**src/design/edge_config.svh**
```systemverilog
`ifndef EDGE_CONFIG_SVH
`define EDGE_CONFIG_SVH

// ===============================================
// Write edge sizing
// ===============================================

// Width of a cache-line address
`define EDGE_ADDR_W 32

// Width of one beat of write data
`define EDGE_DATA_W 64

// Beats in the largest multi-line write packet
`define EDGE_MAX_BEATS 4

// Packet entries in the write heap, one entry holds a whole packet
`define EDGE_HEAP_ENTRIES 8

// Almost-full is wanted while free heap entries are at or below this count
// The slack absorbs the packet that may start while almost-full is registered
`define EDGE_ALMOST_FULL_SLOTS 2

`endif

```
**src/design/edge_pkg.sv**
```systemverilog
`include "edge_config.svh"

package edge_pkg;

    // Cache-line address as seen on the AFU and on the memory side
    typedef logic [`EDGE_ADDR_W-1:0] addr_t;

    // One beat of write data
    typedef logic [`EDGE_DATA_W-1:0] data_t;

    // Packet length encoded as the number of beats minus one
    typedef logic [$clog2(`EDGE_MAX_BEATS)-1:0] cl_len_t;

    // Index of a beat inside its packet
    typedef logic [$clog2(`EDGE_MAX_BEATS)-1:0] beat_num_t;

    // Index of a heap entry
    typedef logic [$clog2(`EDGE_HEAP_ENTRIES)-1:0] heap_idx_t;

    // Entry count with one extra bit so a completely free heap fits
    typedef logic [$clog2(`EDGE_HEAP_ENTRIES):0] heap_count_t;

    // Replay machine for the four-phase handshake toward memory
    typedef enum logic [1:0] {
        replay_idle,
        replay_raise,
        replay_wait_ack_high,
        replay_wait_ack_low
    } replay_state_t;

endpackage

```
**src/design/write_packet_tracker.sv**
```systemverilog
`timescale 1ns/100ps
`include "edge_config.svh"

module write_packet_tracker
(
    input  logic                  clk,
    input  logic                  reset,

    // AFU write channel
    input  logic                  wr_valid,
    input  logic                  wr_sop,
    input  edge_pkg::cl_len_t     wr_cl_len,
    input  edge_pkg::addr_t       wr_addr,
    input  edge_pkg::data_t       wr_data,
    output logic                  almost_full,

    // Heap allocation and occupancy
    input  edge_pkg::heap_count_t free_count,
    input  edge_pkg::heap_idx_t   alloc_idx,
    input  logic                  not_full,
    output logic                  alloc,

    // One heap write per accepted beat
    output logic                  wen,
    output edge_pkg::heap_idx_t   widx,
    output edge_pkg::beat_num_t   wbeat,
    output edge_pkg::data_t       wdata,

    // Descriptor of a packet whose last beat is stored
    output logic                  push,
    output edge_pkg::addr_t       push_addr,
    output edge_pkg::cl_len_t     push_cl_len,
    output edge_pkg::heap_idx_t   push_idx
);

    import edge_pkg::*;

    // Header of the start beat, kept for the beats that follow it
    addr_t     sop_addr;
    cl_len_t   sop_cl_len;
    heap_idx_t sop_idx;

    // Beat counter and packet state
    beat_num_t next_beat;
    logic      packet_active;
    logic      active_next;
    logic      sticky_full;
    logic      af_wanted;

    // Canonical header of the beat at the port
    addr_t     canon_addr;
    cl_len_t   canon_cl_len;
    heap_idx_t canon_idx;
    beat_num_t canon_beat;
    logic      last_beat;

    // Entry of the registered beat, shared by the write and the push
    heap_idx_t beat_idx;

    // ===============================================
    // Header recovery
    // ===============================================

    // Address and length are don't-care on later beats
    // The start beat takes the entry the heap offers this cycle
    always_comb
    begin
        if (wr_sop)
        begin
            canon_addr   = wr_addr;
            canon_cl_len = wr_cl_len;
            canon_idx    = alloc_idx;
            canon_beat   = '0;
        end
        else
        begin
            canon_addr   = sop_addr;
            canon_cl_len = sop_cl_len;
            canon_idx    = sop_idx;
            canon_beat   = next_beat;
        end
    end

    assign last_beat = (canon_beat == beat_num_t'(canon_cl_len));
    assign alloc = wr_valid && wr_sop;

    // A packet is still open after this cycle unless its last beat arrives now
    assign active_next = wr_valid ? !last_beat : packet_active;

    always_ff @(posedge clk)
    begin
        if (wr_valid && wr_sop)
        begin
            sop_addr   <= wr_addr;
            sop_cl_len <= wr_cl_len;
            sop_idx    <= alloc_idx;
        end
    end

    always_ff @(posedge clk)
    begin
        if (reset)
        begin
            next_beat     <= '0;
            packet_active <= 1'b0;
        end
        else
        begin
            packet_active <= active_next;
            if (wr_valid)
            begin
                next_beat <= last_beat ? beat_num_t'(0) : canon_beat + 1'b1;
            end
        end
    end

    // ===============================================
    // Beat registration toward the heap
    // ===============================================

    // The push goes out with the last beat's write so the data is stored
    // by the time the descriptor becomes visible
    always_ff @(posedge clk)
    begin
        if (reset)
        begin
            wen  <= 1'b0;
            push <= 1'b0;
        end
        else
        begin
            wen  <= wr_valid;
            push <= wr_valid && last_beat;
        end
    end

    always_ff @(posedge clk)
    begin
        beat_idx    <= canon_idx;
        wbeat       <= canon_beat;
        wdata       <= wr_data;
        push_addr   <= canon_addr;
        push_cl_len <= canon_cl_len;
    end

    assign widx     = beat_idx;
    assign push_idx = beat_idx;

    // ===============================================
    // Almost-full toward the AFU
    // ===============================================

    assign af_wanted = (free_count <= heap_count_t'(`EDGE_ALMOST_FULL_SLOTS)) || !not_full;

    // Almost-full may not rise inside a packet because its remaining beats
    // must still land in the heap
    // Once set while idle, the sticky bit holds the request through the
    // next packet until the heap drains again
    always_ff @(posedge clk)
    begin
        if (reset)
        begin
            almost_full <= 1'b1;
            sticky_full <= 1'b0;
        end
        else
        begin
            almost_full <= af_wanted && (!active_next || sticky_full);
            if (!af_wanted)
            begin
                sticky_full <= 1'b0;
            end
            else if (!active_next)
            begin
                sticky_full <= 1'b1;
            end
        end
    end

endmodule

```
**src/design/write_heap.sv**
```systemverilog
`timescale 1ns/100ps
`include "edge_config.svh"

module write_heap
(
    input  logic                  clk,
    input  logic                  reset,

    // Entry allocation from the tracker
    input  logic                  alloc,
    output edge_pkg::heap_idx_t   alloc_idx,
    output logic                  not_full,
    output edge_pkg::heap_count_t free_count,

    // Beat writes
    input  logic                  wen,
    input  edge_pkg::heap_idx_t   widx,
    input  edge_pkg::beat_num_t   wbeat,
    input  edge_pkg::data_t       wdata,

    // Completed packets enter the descriptor queue
    input  logic                  push,
    input  edge_pkg::addr_t       push_addr,
    input  edge_pkg::cl_len_t     push_cl_len,
    input  edge_pkg::heap_idx_t   push_idx,

    // Head of the descriptor queue toward the replay side
    output logic                  desc_valid,
    output edge_pkg::addr_t       desc_addr,
    output edge_pkg::cl_len_t     desc_cl_len,
    output edge_pkg::heap_idx_t   desc_idx,
    input  logic                  pop,

    // Combinational read port
    input  edge_pkg::heap_idx_t   rd_idx,
    input  edge_pkg::beat_num_t   rd_beat,
    output edge_pkg::data_t       rd_data,

    // Entry release after replay
    input  logic                  free,
    input  edge_pkg::heap_idx_t   free_idx
);

    import edge_pkg::*;

    // Pointers of both queues wrap on their own since the entry count
    // is a power of two

    heap_idx_t   free_list [`EDGE_HEAP_ENTRIES];
    heap_idx_t   free_head;
    heap_idx_t   free_tail;
    heap_count_t free_cnt;

    data_t       store [`EDGE_HEAP_ENTRIES][`EDGE_MAX_BEATS];

    addr_t       dq_addr [`EDGE_HEAP_ENTRIES];
    cl_len_t     dq_cl_len [`EDGE_HEAP_ENTRIES];
    heap_idx_t   dq_idx [`EDGE_HEAP_ENTRIES];
    heap_idx_t   dq_head;
    heap_idx_t   dq_tail;
    heap_count_t dq_cnt;

    // ===============================================
    // Free list of entry indices
    // ===============================================

    // Every entry starts out free, listed in index order
    always_ff @(posedge clk)
    begin
        if (reset)
        begin
            for (int i = 0; i < `EDGE_HEAP_ENTRIES; i++)
            begin
                free_list[i] <= heap_idx_t'(i);
            end
            free_head <= '0;
            free_tail <= '0;
            free_cnt  <= heap_count_t'(`EDGE_HEAP_ENTRIES);
        end
        else
        begin
            if (alloc)
            begin
                free_head <= free_head + 1'b1;
            end
            if (free)
            begin
                free_list[free_tail] <= free_idx;
                free_tail <= free_tail + 1'b1;
            end
            case ({alloc, free})
                2'b10:   free_cnt <= free_cnt - 1'b1;
                2'b01:   free_cnt <= free_cnt + 1'b1;
                default: free_cnt <= free_cnt;
            endcase
        end
    end

    assign alloc_idx  = free_list[free_head];
    assign not_full   = (free_cnt != '0);
    assign free_count = free_cnt;

    // ===============================================
    // Data store, one slot per beat of each entry
    // ===============================================

    always_ff @(posedge clk)
    begin
        if (wen)
        begin
            store[widx][wbeat] <= wdata;
        end
    end

    assign rd_data = store[rd_idx][rd_beat];

    // ===============================================
    // Descriptor queue in completion order
    // ===============================================

    // It never overflows because each queued packet owns a heap entry
    always_ff @(posedge clk)
    begin
        if (push)
        begin
            dq_addr[dq_tail]   <= push_addr;
            dq_cl_len[dq_tail] <= push_cl_len;
            dq_idx[dq_tail]    <= push_idx;
        end
    end

    always_ff @(posedge clk)
    begin
        if (reset)
        begin
            dq_head <= '0;
            dq_tail <= '0;
            dq_cnt  <= '0;
        end
        else
        begin
            if (push)
            begin
                dq_tail <= dq_tail + 1'b1;
            end
            if (pop)
            begin
                dq_head <= dq_head + 1'b1;
            end
            case ({push, pop})
                2'b10:   dq_cnt <= dq_cnt + 1'b1;
                2'b01:   dq_cnt <= dq_cnt - 1'b1;
                default: dq_cnt <= dq_cnt;
            endcase
        end
    end

    assign desc_valid  = (dq_cnt != '0);
    assign desc_addr   = dq_addr[dq_head];
    assign desc_cl_len = dq_cl_len[dq_head];
    assign desc_idx    = dq_idx[dq_head];

endmodule

```
**src/design/write_replay.sv**
```systemverilog
`timescale 1ns/100ps
`include "edge_config.svh"

module write_replay
(
    input  logic                clk,
    input  logic                reset,

    // Head descriptor from the heap
    input  logic                desc_valid,
    input  edge_pkg::addr_t     desc_addr,
    input  edge_pkg::cl_len_t   desc_cl_len,
    input  edge_pkg::heap_idx_t desc_idx,
    output logic                pop,

    // Heap read of the beat being replayed
    output edge_pkg::heap_idx_t rd_idx,
    output edge_pkg::beat_num_t rd_beat,
    input  edge_pkg::data_t     rd_data,

    // Entry release
    output logic                free,
    output edge_pkg::heap_idx_t free_idx,

    // Memory side, four-phase req/ack
    output logic                out_req,
    input  logic                out_ack,
    output edge_pkg::addr_t     out_addr,
    output edge_pkg::beat_num_t out_beat,
    output edge_pkg::cl_len_t   out_cl_len,
    output edge_pkg::data_t     out_data
);

    import edge_pkg::*;

    replay_state_t state;
    beat_num_t     beat;
    logic          last_beat;
    logic          done;

    assign last_beat = (beat == beat_num_t'(desc_cl_len));

    // ===============================================
    // Handshake machine
    // ===============================================

    // The raise state gives the out fields one cycle to settle before
    // out_req rises
    // A new beat starts only after out_ack has fallen
    always_ff @(posedge clk)
    begin
        if (reset)
        begin
            state   <= replay_idle;
            beat    <= '0;
            out_req <= 1'b0;
        end
        else
        begin
            case (state)
                replay_idle:
                begin
                    if (desc_valid)
                    begin
                        beat  <= '0;
                        state <= replay_raise;
                    end
                end
                replay_raise:
                begin
                    out_req <= 1'b1;
                    state   <= replay_wait_ack_high;
                end
                replay_wait_ack_high:
                begin
                    if (out_ack)
                    begin
                        out_req <= 1'b0;
                        state   <= replay_wait_ack_low;
                    end
                end
                replay_wait_ack_low:
                begin
                    if (!out_ack)
                    begin
                        if (last_beat)
                        begin
                            state <= replay_idle;
                        end
                        else
                        begin
                            beat  <= beat + 1'b1;
                            state <= replay_raise;
                        end
                    end
                end
                default:
                begin
                    state <= replay_idle;
                end
            endcase
        end
    end

    // The packet is finished when the last beat's ack falls
    assign done = (state == replay_wait_ack_low) && !out_ack && last_beat;
    assign pop  = done;
    assign free = done;
    assign free_idx = desc_idx;

    // The head descriptor and its entry stay put until the pop
    // so the out fields hold steady across the handshake
    assign rd_idx     = desc_idx;
    assign rd_beat    = beat;
    assign out_addr   = desc_addr;
    assign out_cl_len = desc_cl_len;
    assign out_beat   = beat;
    assign out_data   = rd_data;

endmodule

```
**src/design/write_edge_top.sv**
```systemverilog
`timescale 1ns/100ps
`include "edge_config.svh"

module write_edge_top
(
    input  logic                clk,
    input  logic                reset,

    // AFU write channel
    input  logic                wr_valid,
    input  logic                wr_sop,
    input  edge_pkg::cl_len_t   wr_cl_len,
    input  edge_pkg::addr_t     wr_addr,
    input  edge_pkg::data_t     wr_data,
    output logic                almost_full,

    // Memory side
    output logic                out_req,
    input  logic                out_ack,
    output edge_pkg::addr_t     out_addr,
    output edge_pkg::beat_num_t out_beat,
    output edge_pkg::cl_len_t   out_cl_len,
    output edge_pkg::data_t     out_data
);

    import edge_pkg::*;

    // Allocation and occupancy
    logic        alloc;
    heap_idx_t   alloc_idx;
    logic        not_full;
    heap_count_t free_count;

    // Beat writes and completed packets
    logic        wen;
    heap_idx_t   widx;
    beat_num_t   wbeat;
    data_t       wdata;
    logic        push;
    addr_t       push_addr;
    cl_len_t     push_cl_len;
    heap_idx_t   push_idx;

    // Replay side of the heap
    logic        desc_valid;
    addr_t       desc_addr;
    cl_len_t     desc_cl_len;
    heap_idx_t   desc_idx;
    logic        pop;
    heap_idx_t   rd_idx;
    beat_num_t   rd_beat;
    data_t       rd_data;
    logic        free;
    heap_idx_t   free_idx;

    write_packet_tracker u_tracker
    (
        .clk, .reset,
        .wr_valid, .wr_sop, .wr_cl_len, .wr_addr, .wr_data, .almost_full,
        .free_count, .alloc_idx, .not_full, .alloc,
        .wen, .widx, .wbeat, .wdata,
        .push, .push_addr, .push_cl_len, .push_idx
    );

    write_heap u_heap
    (
        .clk, .reset,
        .alloc, .alloc_idx, .not_full, .free_count,
        .wen, .widx, .wbeat, .wdata,
        .push, .push_addr, .push_cl_len, .push_idx,
        .desc_valid, .desc_addr, .desc_cl_len, .desc_idx, .pop,
        .rd_idx, .rd_beat, .rd_data,
        .free, .free_idx
    );

    write_replay u_replay
    (
        .clk, .reset,
        .desc_valid, .desc_addr, .desc_cl_len, .desc_idx, .pop,
        .rd_idx, .rd_beat, .rd_data,
        .free, .free_idx,
        .out_req, .out_ack, .out_addr, .out_beat, .out_cl_len, .out_data
    );

endmodule

```
**config.mk**
```make
export PLATFORM = sky130hd
export DESIGN_NAME = write_edge_top
export DESIGN_NICKNAME = d
export VERILOG_FILES = /design/src/design/edge_pkg.sv /design/src/design/write_packet_tracker.sv /design/src/design/write_heap.sv /design/src/design/write_replay.sv /design/src/design/write_edge_top.sv
export VERILOG_INCLUDE_DIRS = /design/src /design/src/design
export SDC_FILE = /design/constraint.sdc
export NUM_CORES = 2
export LEC_CHECK = 0
export ABC_AREA = 1
export BUFFER_PORTS_ARGS = -buffer_cell sky130_fd_sc_hd__buf_2
export CORE_UTILIZATION = 45
export DETAILED_ROUTE_END_ITERATION = 7
export PLACE_DENSITY = 0.57
export SETUP_SLACK_MARGIN = 0.02
export SYNTH_ARGS = -nofsm -noshare
export SYNTH_HDL_FRONTEND = slang
export SYNTH_HIERARCHICAL = 1
export SYNTH_SLANG_ARGS = --single-unit
```
**constraint.sdc**
```tcl
create_clock -name clk -period 5.13 [get_ports clk]
set_input_delay 1.026 -clock clk [delete_from_list [all_inputs] [get_ports clk]]
set_output_delay 1.026 -clock clk [all_outputs]
set_load 0.03 [all_outputs]
```
## Yosys cells after proc, flatten, opt, wreduce, memory -nomap -nowiden

Memories as Yosys holds them, arrays and structs flattened. A register that Yosys moved wholly into a read port is not among the register bits.
Index checks and enable logic that the tools add are counted.

| storage, ports and cells | value |
|---|---|
| flip-flop bits (word level) | 172 |
| bits in latches | 0 |
| RAM bits | 2368 |
| bits in read-only memories | 0 |
| input bits | 103 |
| output and inout bits | 102 |
| word-level logic and storage cells | 126 |
| memories kept | 5 |

| operators by class | value |
|---|---|
| $add $sub $neg | 10 |
| multiply operators | 0 |
| div/mod/pow operators | 0 |
| $lt $le $gt $ge | 4 |
| eq/ne operators | 13 |
| shift operators | 0 |
| multiplexer cells | 44 |
| bitwise operators | 3 |
| reduce and logical (&&, ||, !) cells | 24 |

Memories:

| name | words | width | read ports | clocked after Yosys merged registers in | wr ports | line | text |
|---|---|---|---|---|---|---|---|
| u_heap.store | 8 | 256 | 1 | 0 | 1 | write_heap.sv:54 | `` data_t store [`EDGE_HEAP_ENTRIES][`EDGE_MAX_BEATS]; `` |
| u_heap.dq_addr | 8 | 32 | 1 | 1 | 1 | write_heap.sv:56 | `` addr_t dq_addr [`EDGE_HEAP_ENTRIES]; `` |
| u_heap.dq_idx | 8 | 3 | 1 | 1 | 1 | write_heap.sv:58 | `` heap_idx_t dq_idx [`EDGE_HEAP_ENTRIES]; `` |
| u_heap.free_list | 8 | 3 | 1 | 1 | 8 | write_heap.sv:49 | `` heap_idx_t free_list [`EDGE_HEAP_ENTRIES]; `` |
| u_heap.dq_cl_len | 8 | 2 | 1 | 1 | 1 | write_heap.sv:57 | `` cl_len_t dq_cl_len [`EDGE_HEAP_ENTRIES]; `` |

Operators with widths:

| cell | count |
|---|---|
| $mux 256 | 1 |
| $mux 64 | 3 |
| $bmux 64 s2 | 1 |
| $demux 64 s2 | 1 |
| $mux 3 | 11 |
| $mux 32 | 1 |
| $mux 2 | 9 |
| $pmux 4 s2 | 2 |
| $add 3x1->3 const B | 4 |
| $mux 1 | 12 |
| $add 4x1->4 const B | 2 |
| $eq 2x2->1 const B | 4 |
| $ne 2x2->1 const B | 4 |
| $pmux 2 s4 | 1 |
| $reduce_bool 2->1 | 4 |
| $reduce_bool 4->1 | 2 |
| $sub 4x1->4 const B | 2 |
| $eq 2x1->1 const B | 3 |
| $ge 3x3->1 const B | 2 |
| $logic_and 1x1->1 | 6 |
| $not 2->3 | 2 |
| $add 2x1->2 const B | 2 |
| $eq 2x2->1 | 2 |
| $le 4x2->1 const B | 1 |
| 12 further kinds | 16 |

## Longest topological paths before layout

| logic depth | value |
|---|---|
| word-level depth | 8 |
| gate-level depth with buffers | 22 |
| depth with buffers taken out | 18 |

## Cells and area by module

Netlist, hierarchy kept.

Modules (own cells, without submodules):

| module | times used | cells an instance | area an instance (sq um) | seq. area each (sq um) |
|---|---|---|---|---|
| write_heap | 1 | 7796 | 95326.4 | 71628.7 |
| write_packet_tracker | 1 | 307 | 3966.3 | 3313.2 |
| write_replay | 1 | 167 | 1202.4 | 100.1 |

## Worst setup path after synthesis

Ideal clock, no wire load.

| timing | value |
|---|---|
| path type | register to register |
| from | register u_tracker.beat_idx[0] (netlist: u_tracker/push_idx[0]) |
| to | memory u_heap/store[6][192] (netlist name), enable pin |
| library setup time | 0.487 ns |
| data arrival time | 3.416 ns |
| required time | 4.643 ns |
| slack | 1.228 ns |
| stages on the path, launching flop included | 5 |
| path buffers | 1 |
| clock period less this slack | 3.902 ns |
| cell sequence | dfxtp_1 -> buf_4 -> inv_1 -> nand3_1 -> nor2_1 |

RTL lines:

| what | line | text |
|---|---|---|
| start, declared | write_packet_tracker.sv:58 | `heap_idx_t beat_idx;` |
| start signal, assigned | write_packet_tracker.sv:139 | `beat_idx <= canon_idx;` |
| end, declared | write_heap.sv:54 |  |

Straight into the memory's write port.

==> run_results.csv <==
group,metric,value,unit
outcome,outcome,"finished, final reports clean",
layout,nFillCells,19200,
timing,fin_skew,0.0413,ns
synth,netlist-cell-type-count,32,
synth,syn_area,0.100,sq mm
routing,vias,64800,
worst_setup_path,cpPeakStageDelay,0.50,ns
worst_setup_path,slowest_stage,"inv_8",
pwr,power_frac_seq,50.4,%
clock_tree,cts.sinks,2546,
synth,netlist_instances,8270,
worst_setup_path,cp_max_fo,54,
worst_setup_path,crit_buf_inv,4,
pwr,ir_drop,406,uV
layout,syn_to_final_growth,13.4,%
run,max-cap-violations,0,
die,die_x,475,um
clock_tree,clock_latency,0.92,ns
global_routing,grt-ovfl-total,0,
pwr,powerDensity,406,mW/mm^2
layout,final_cell_area,0.114,sq mm
global_routing,globalRouteTotalUtil,25.0,%
pwr,power.leakage,40.6,nW
pwr,power.total,46.3,mW
placed_design,dpl_cell_area,0.105,sq mm
pwr,power.switching,11.1,mW
layout,drive_above_1_share,10.2,%
global_routing,grt_max_degree,137,
routing,wl_per_cell,25.0,um
worst_setup_path,worstPathArrival,3.89,ns
die,dieArea,0.225,sq mm
pwr,internal-power,35.2,mW
worst_setup_path,worstSetupStartpointType,"register",
synth,ys_seq_area_share,74.7,%
worst_hold_path,hp-class,"input port to register",
worst_setup_path,cp-end-kind,"output pin",
synth,yosysWarnings,6,
timing,period_minus_slack,4.92,ns
die,ios,205,
worst_setup_path,cp_top_family,"buffers and inverters",
timing,hold_slack,0.212,ns
timing,fin_setup_tns,0,ns
placed_design,dp.cells,11000,
die,rows,173,
global_routing,antenna_found_initial,14,
die,initial_core_util,45.3,%
routing,drc,0,
timing,max_freq,203,MHz
layout,nets,8480,
global_routing,grt_pass1_vias,61100,
clock_tree,tritoncts,"done",
worst_setup_path,required,4.10,ns
placed_design,gp_congestion,0.778,
pwr,p_sw_share,23.9,%
clock_tree,h-tree-depth,5,
pwr,p_clk_share,41.6,%
timing,tightest_slew,1.19,ns
synth,synth_seq_cells,2546,
die,core_area,0.222,sq mm
worst_hold_path,hp-start,"wr_data[51]",
routing,ant_nets,0,
clock_tree,cts_buffers,286,
timing,max-slew-margin-rel,20.7,%
clock_tree,cts_buffer_depth,4,
layout,final_cells,11500,
worst_setup_path,crit_type,"register to output pin",
worst_setup_path,cpMostUsedCell,"nand3_1",
synth,avgSynthCellArea,12.2,sq um
timing,setup_viol_count_final,0,
placed_design,dp_hpwl,136000,um
global_routing,grt_pass1_wl,415000,um
pwr,p_comb_share,8.0,%
routing,firstDrtPassIters,5,
worst_setup_path,crit_chain,"inv_2 > a31oi_4 > inv_8 > buf_4 > nand3_1 > nand3_1 > nand3_1 > nand2_1 > buf_2",
routing,wl,289000,um
die,chipHeight,475,um
routing,via_per_inst,5.62,
routing,drt_iter0_drc,7132,
clock_tree,cts-root-buf,"clkbuf_16",
synth,syn_nets,8390,
placed_design,portBuffers,204,
clock_tree,clk_pin_slew_worst_paths,0.06,ns
clock_tree,postCtsHoldBufs,0,
timing,rsz0062_at_grt,"no",
timing,slew_viol_final,0,
timing,hold_viol,0,
timing,finalCritPeriodShare,95.9,%
## path summary, 6_finish.rpt
check,to,slack (ns),depth (start not counted)
worst max-delay path,out_data[18],0.21,9
worst min-delay path,u_tracker/wdata[51],0.21,1
worst max register to register,u_heap/free_count[3],1.05,19
worst min register to register,u_tracker/push_addr[2],0.43,2
## power by group through the flow
stage | registers [mW] | logic [mW] | clock network (mW)
5_1_grt | 23.3 | 4.03 | 20.3
6_report | 23.3 | 3.72 | 19.3
3_3_place_gp | 23.7 | 3.60 | 0
3_5_place_dp | 23.7 | 3.62 | 0
2_1_floorplan | 23.6 | 2.50 | 0
4_1_cts | 23.3 | 3.66 | 19.5
## metrics by stage
step | utilization, % | setup slack, ns
floorplan | - | 1.23
global placement | 47.1 | 0.666
detailed placement | 47.1 | 0.701
CTS | 51.1 | -0.00444
global route | 51.3 | 0.0115
finish | 51.3 | 0.211
## per-layer routing
metal  up-vias  track usage [%]  share of wire (%)
li1      29300                -                  -
met1     32300             35.0                 42
met2      2719             40.7                 47
met3       524             3.14                7.6
met4         4             7.44                2.8
met5         -                0             0.0094
## worst reg2reg max path: stages, from the launching register on
cell	delay, ns
dfxtp_4	0.38
inv_6	0.21
buf_4	0.89
nor2_1	0.20
o21ai_0	0.20
a21oi_1	0.06
a31oi_1	0.31
nand2_1	0.11
nand2_2	0.11
nand2_1	0.07
nor2_1	0.09
buf_4	0.19
ha_1	0.20
inv_1	0.09
ha_1	0.33
a21oi_1	0.14
nand2_1	0.08
xor2_1	0.14
nand2_1	0.06
nand3_1	0.06
## registers in the layout, summed over array words and instances, names as in the netlist, 3 cells and up, named ones only
register and flops:
u_heap/store 2048, u_heap/dq_addr 256, u_tracker/wdata 64, u_tracker/push_addr 32, u_tracker/sop_addr 32, u_heap/dq_idx 24
u_heap/free_list 24, u_heap/dq_cl_len 16, u_heap/dq_cnt 4, u_heap/free_count 4, u_heap/dq_head 3, u_heap/dq_tail 3
u_heap/free_head 3, u_heap/free_tail 3, u_tracker/push_idx 3, u_tracker/sop_idx 3
## kinds of logic after synthesis
logic type	synth area share, %
compound gates	1.48
simple gates	20.1
flops	74.7
xor+xnor	0.0610
buf+inv	3.51
fa+ha+maj	0.219
## cell usage in the layout, fill, tap and decap left out, drive strengths merged, types with 77 or more instances in the layout
| cell | synthesis | final |
|---|---|---|
| buf | 491 | 400 |
| edfxtp | 2405 | 2405 |
| clkbuf | 125 | 407 |
| inv | 66 | 77 |
| nand3 | 1871 | 1871 |
| dfxtp | 141 | 141 |
| o21ai | 178 | 178 |
| clkinv | 0 | 79 |
| nand2 | 2574 | 2574 |
| nor2 | 281 | 281 |
## synthesized netlist by cell type (all sizes together)
master,count,area [sq um]
or3,1,6.26
nand3b,1,7.51
edfxtp,2405,72200
buf,491,2810
clkbuf,125,469
ha,16,200
o21bai,1,7.51
or4,1,7.51
xor2,4,35.0
a21oi,64,328
or2,1,6.26
nor3,2,10.0
fa,1,20.0
inv,66,250
a211o,1,8.76
xnor2,3,26.3
a31oi,41,257
dfxtp,141,2820
o21ai,178,891
nand4,1,6.26
nor2,281,1050
nand2,2574,9680
nand3,1871,9370
## repair_timing
action	in CTS	in global routing
hold endpoints to repair	0	0
setup buffers	2	10
setup endpoints to repair	61	61
gates resized for setup	23	27
cloned	4	15
pin swaps	0	0
## final cells by class
| class | count | area (sq um) | share of cell area (%) |
|---|---|---|---|
| inverters | 66 | 313 | 0.274 |
| clock inverters | 99 | 769 | 0.675 |
| diodes | 6 | 15.0 | 0.0132 |
| flip-flops and latches | 2546 | 75100 | 65.8 |
| multi-input cells | 5042 | 22300 | 19.5 |
| clock buffers | 394 | 7930 | 6.95 |
| repair buffers | 414 | 3880 | 3.41 |
| well taps | 2975 | 3720 | 3.27 |
| repair inverters | 4 | 37.5 | 0.0329 |
No activity file was read; power rests on OpenSTA's default activity.
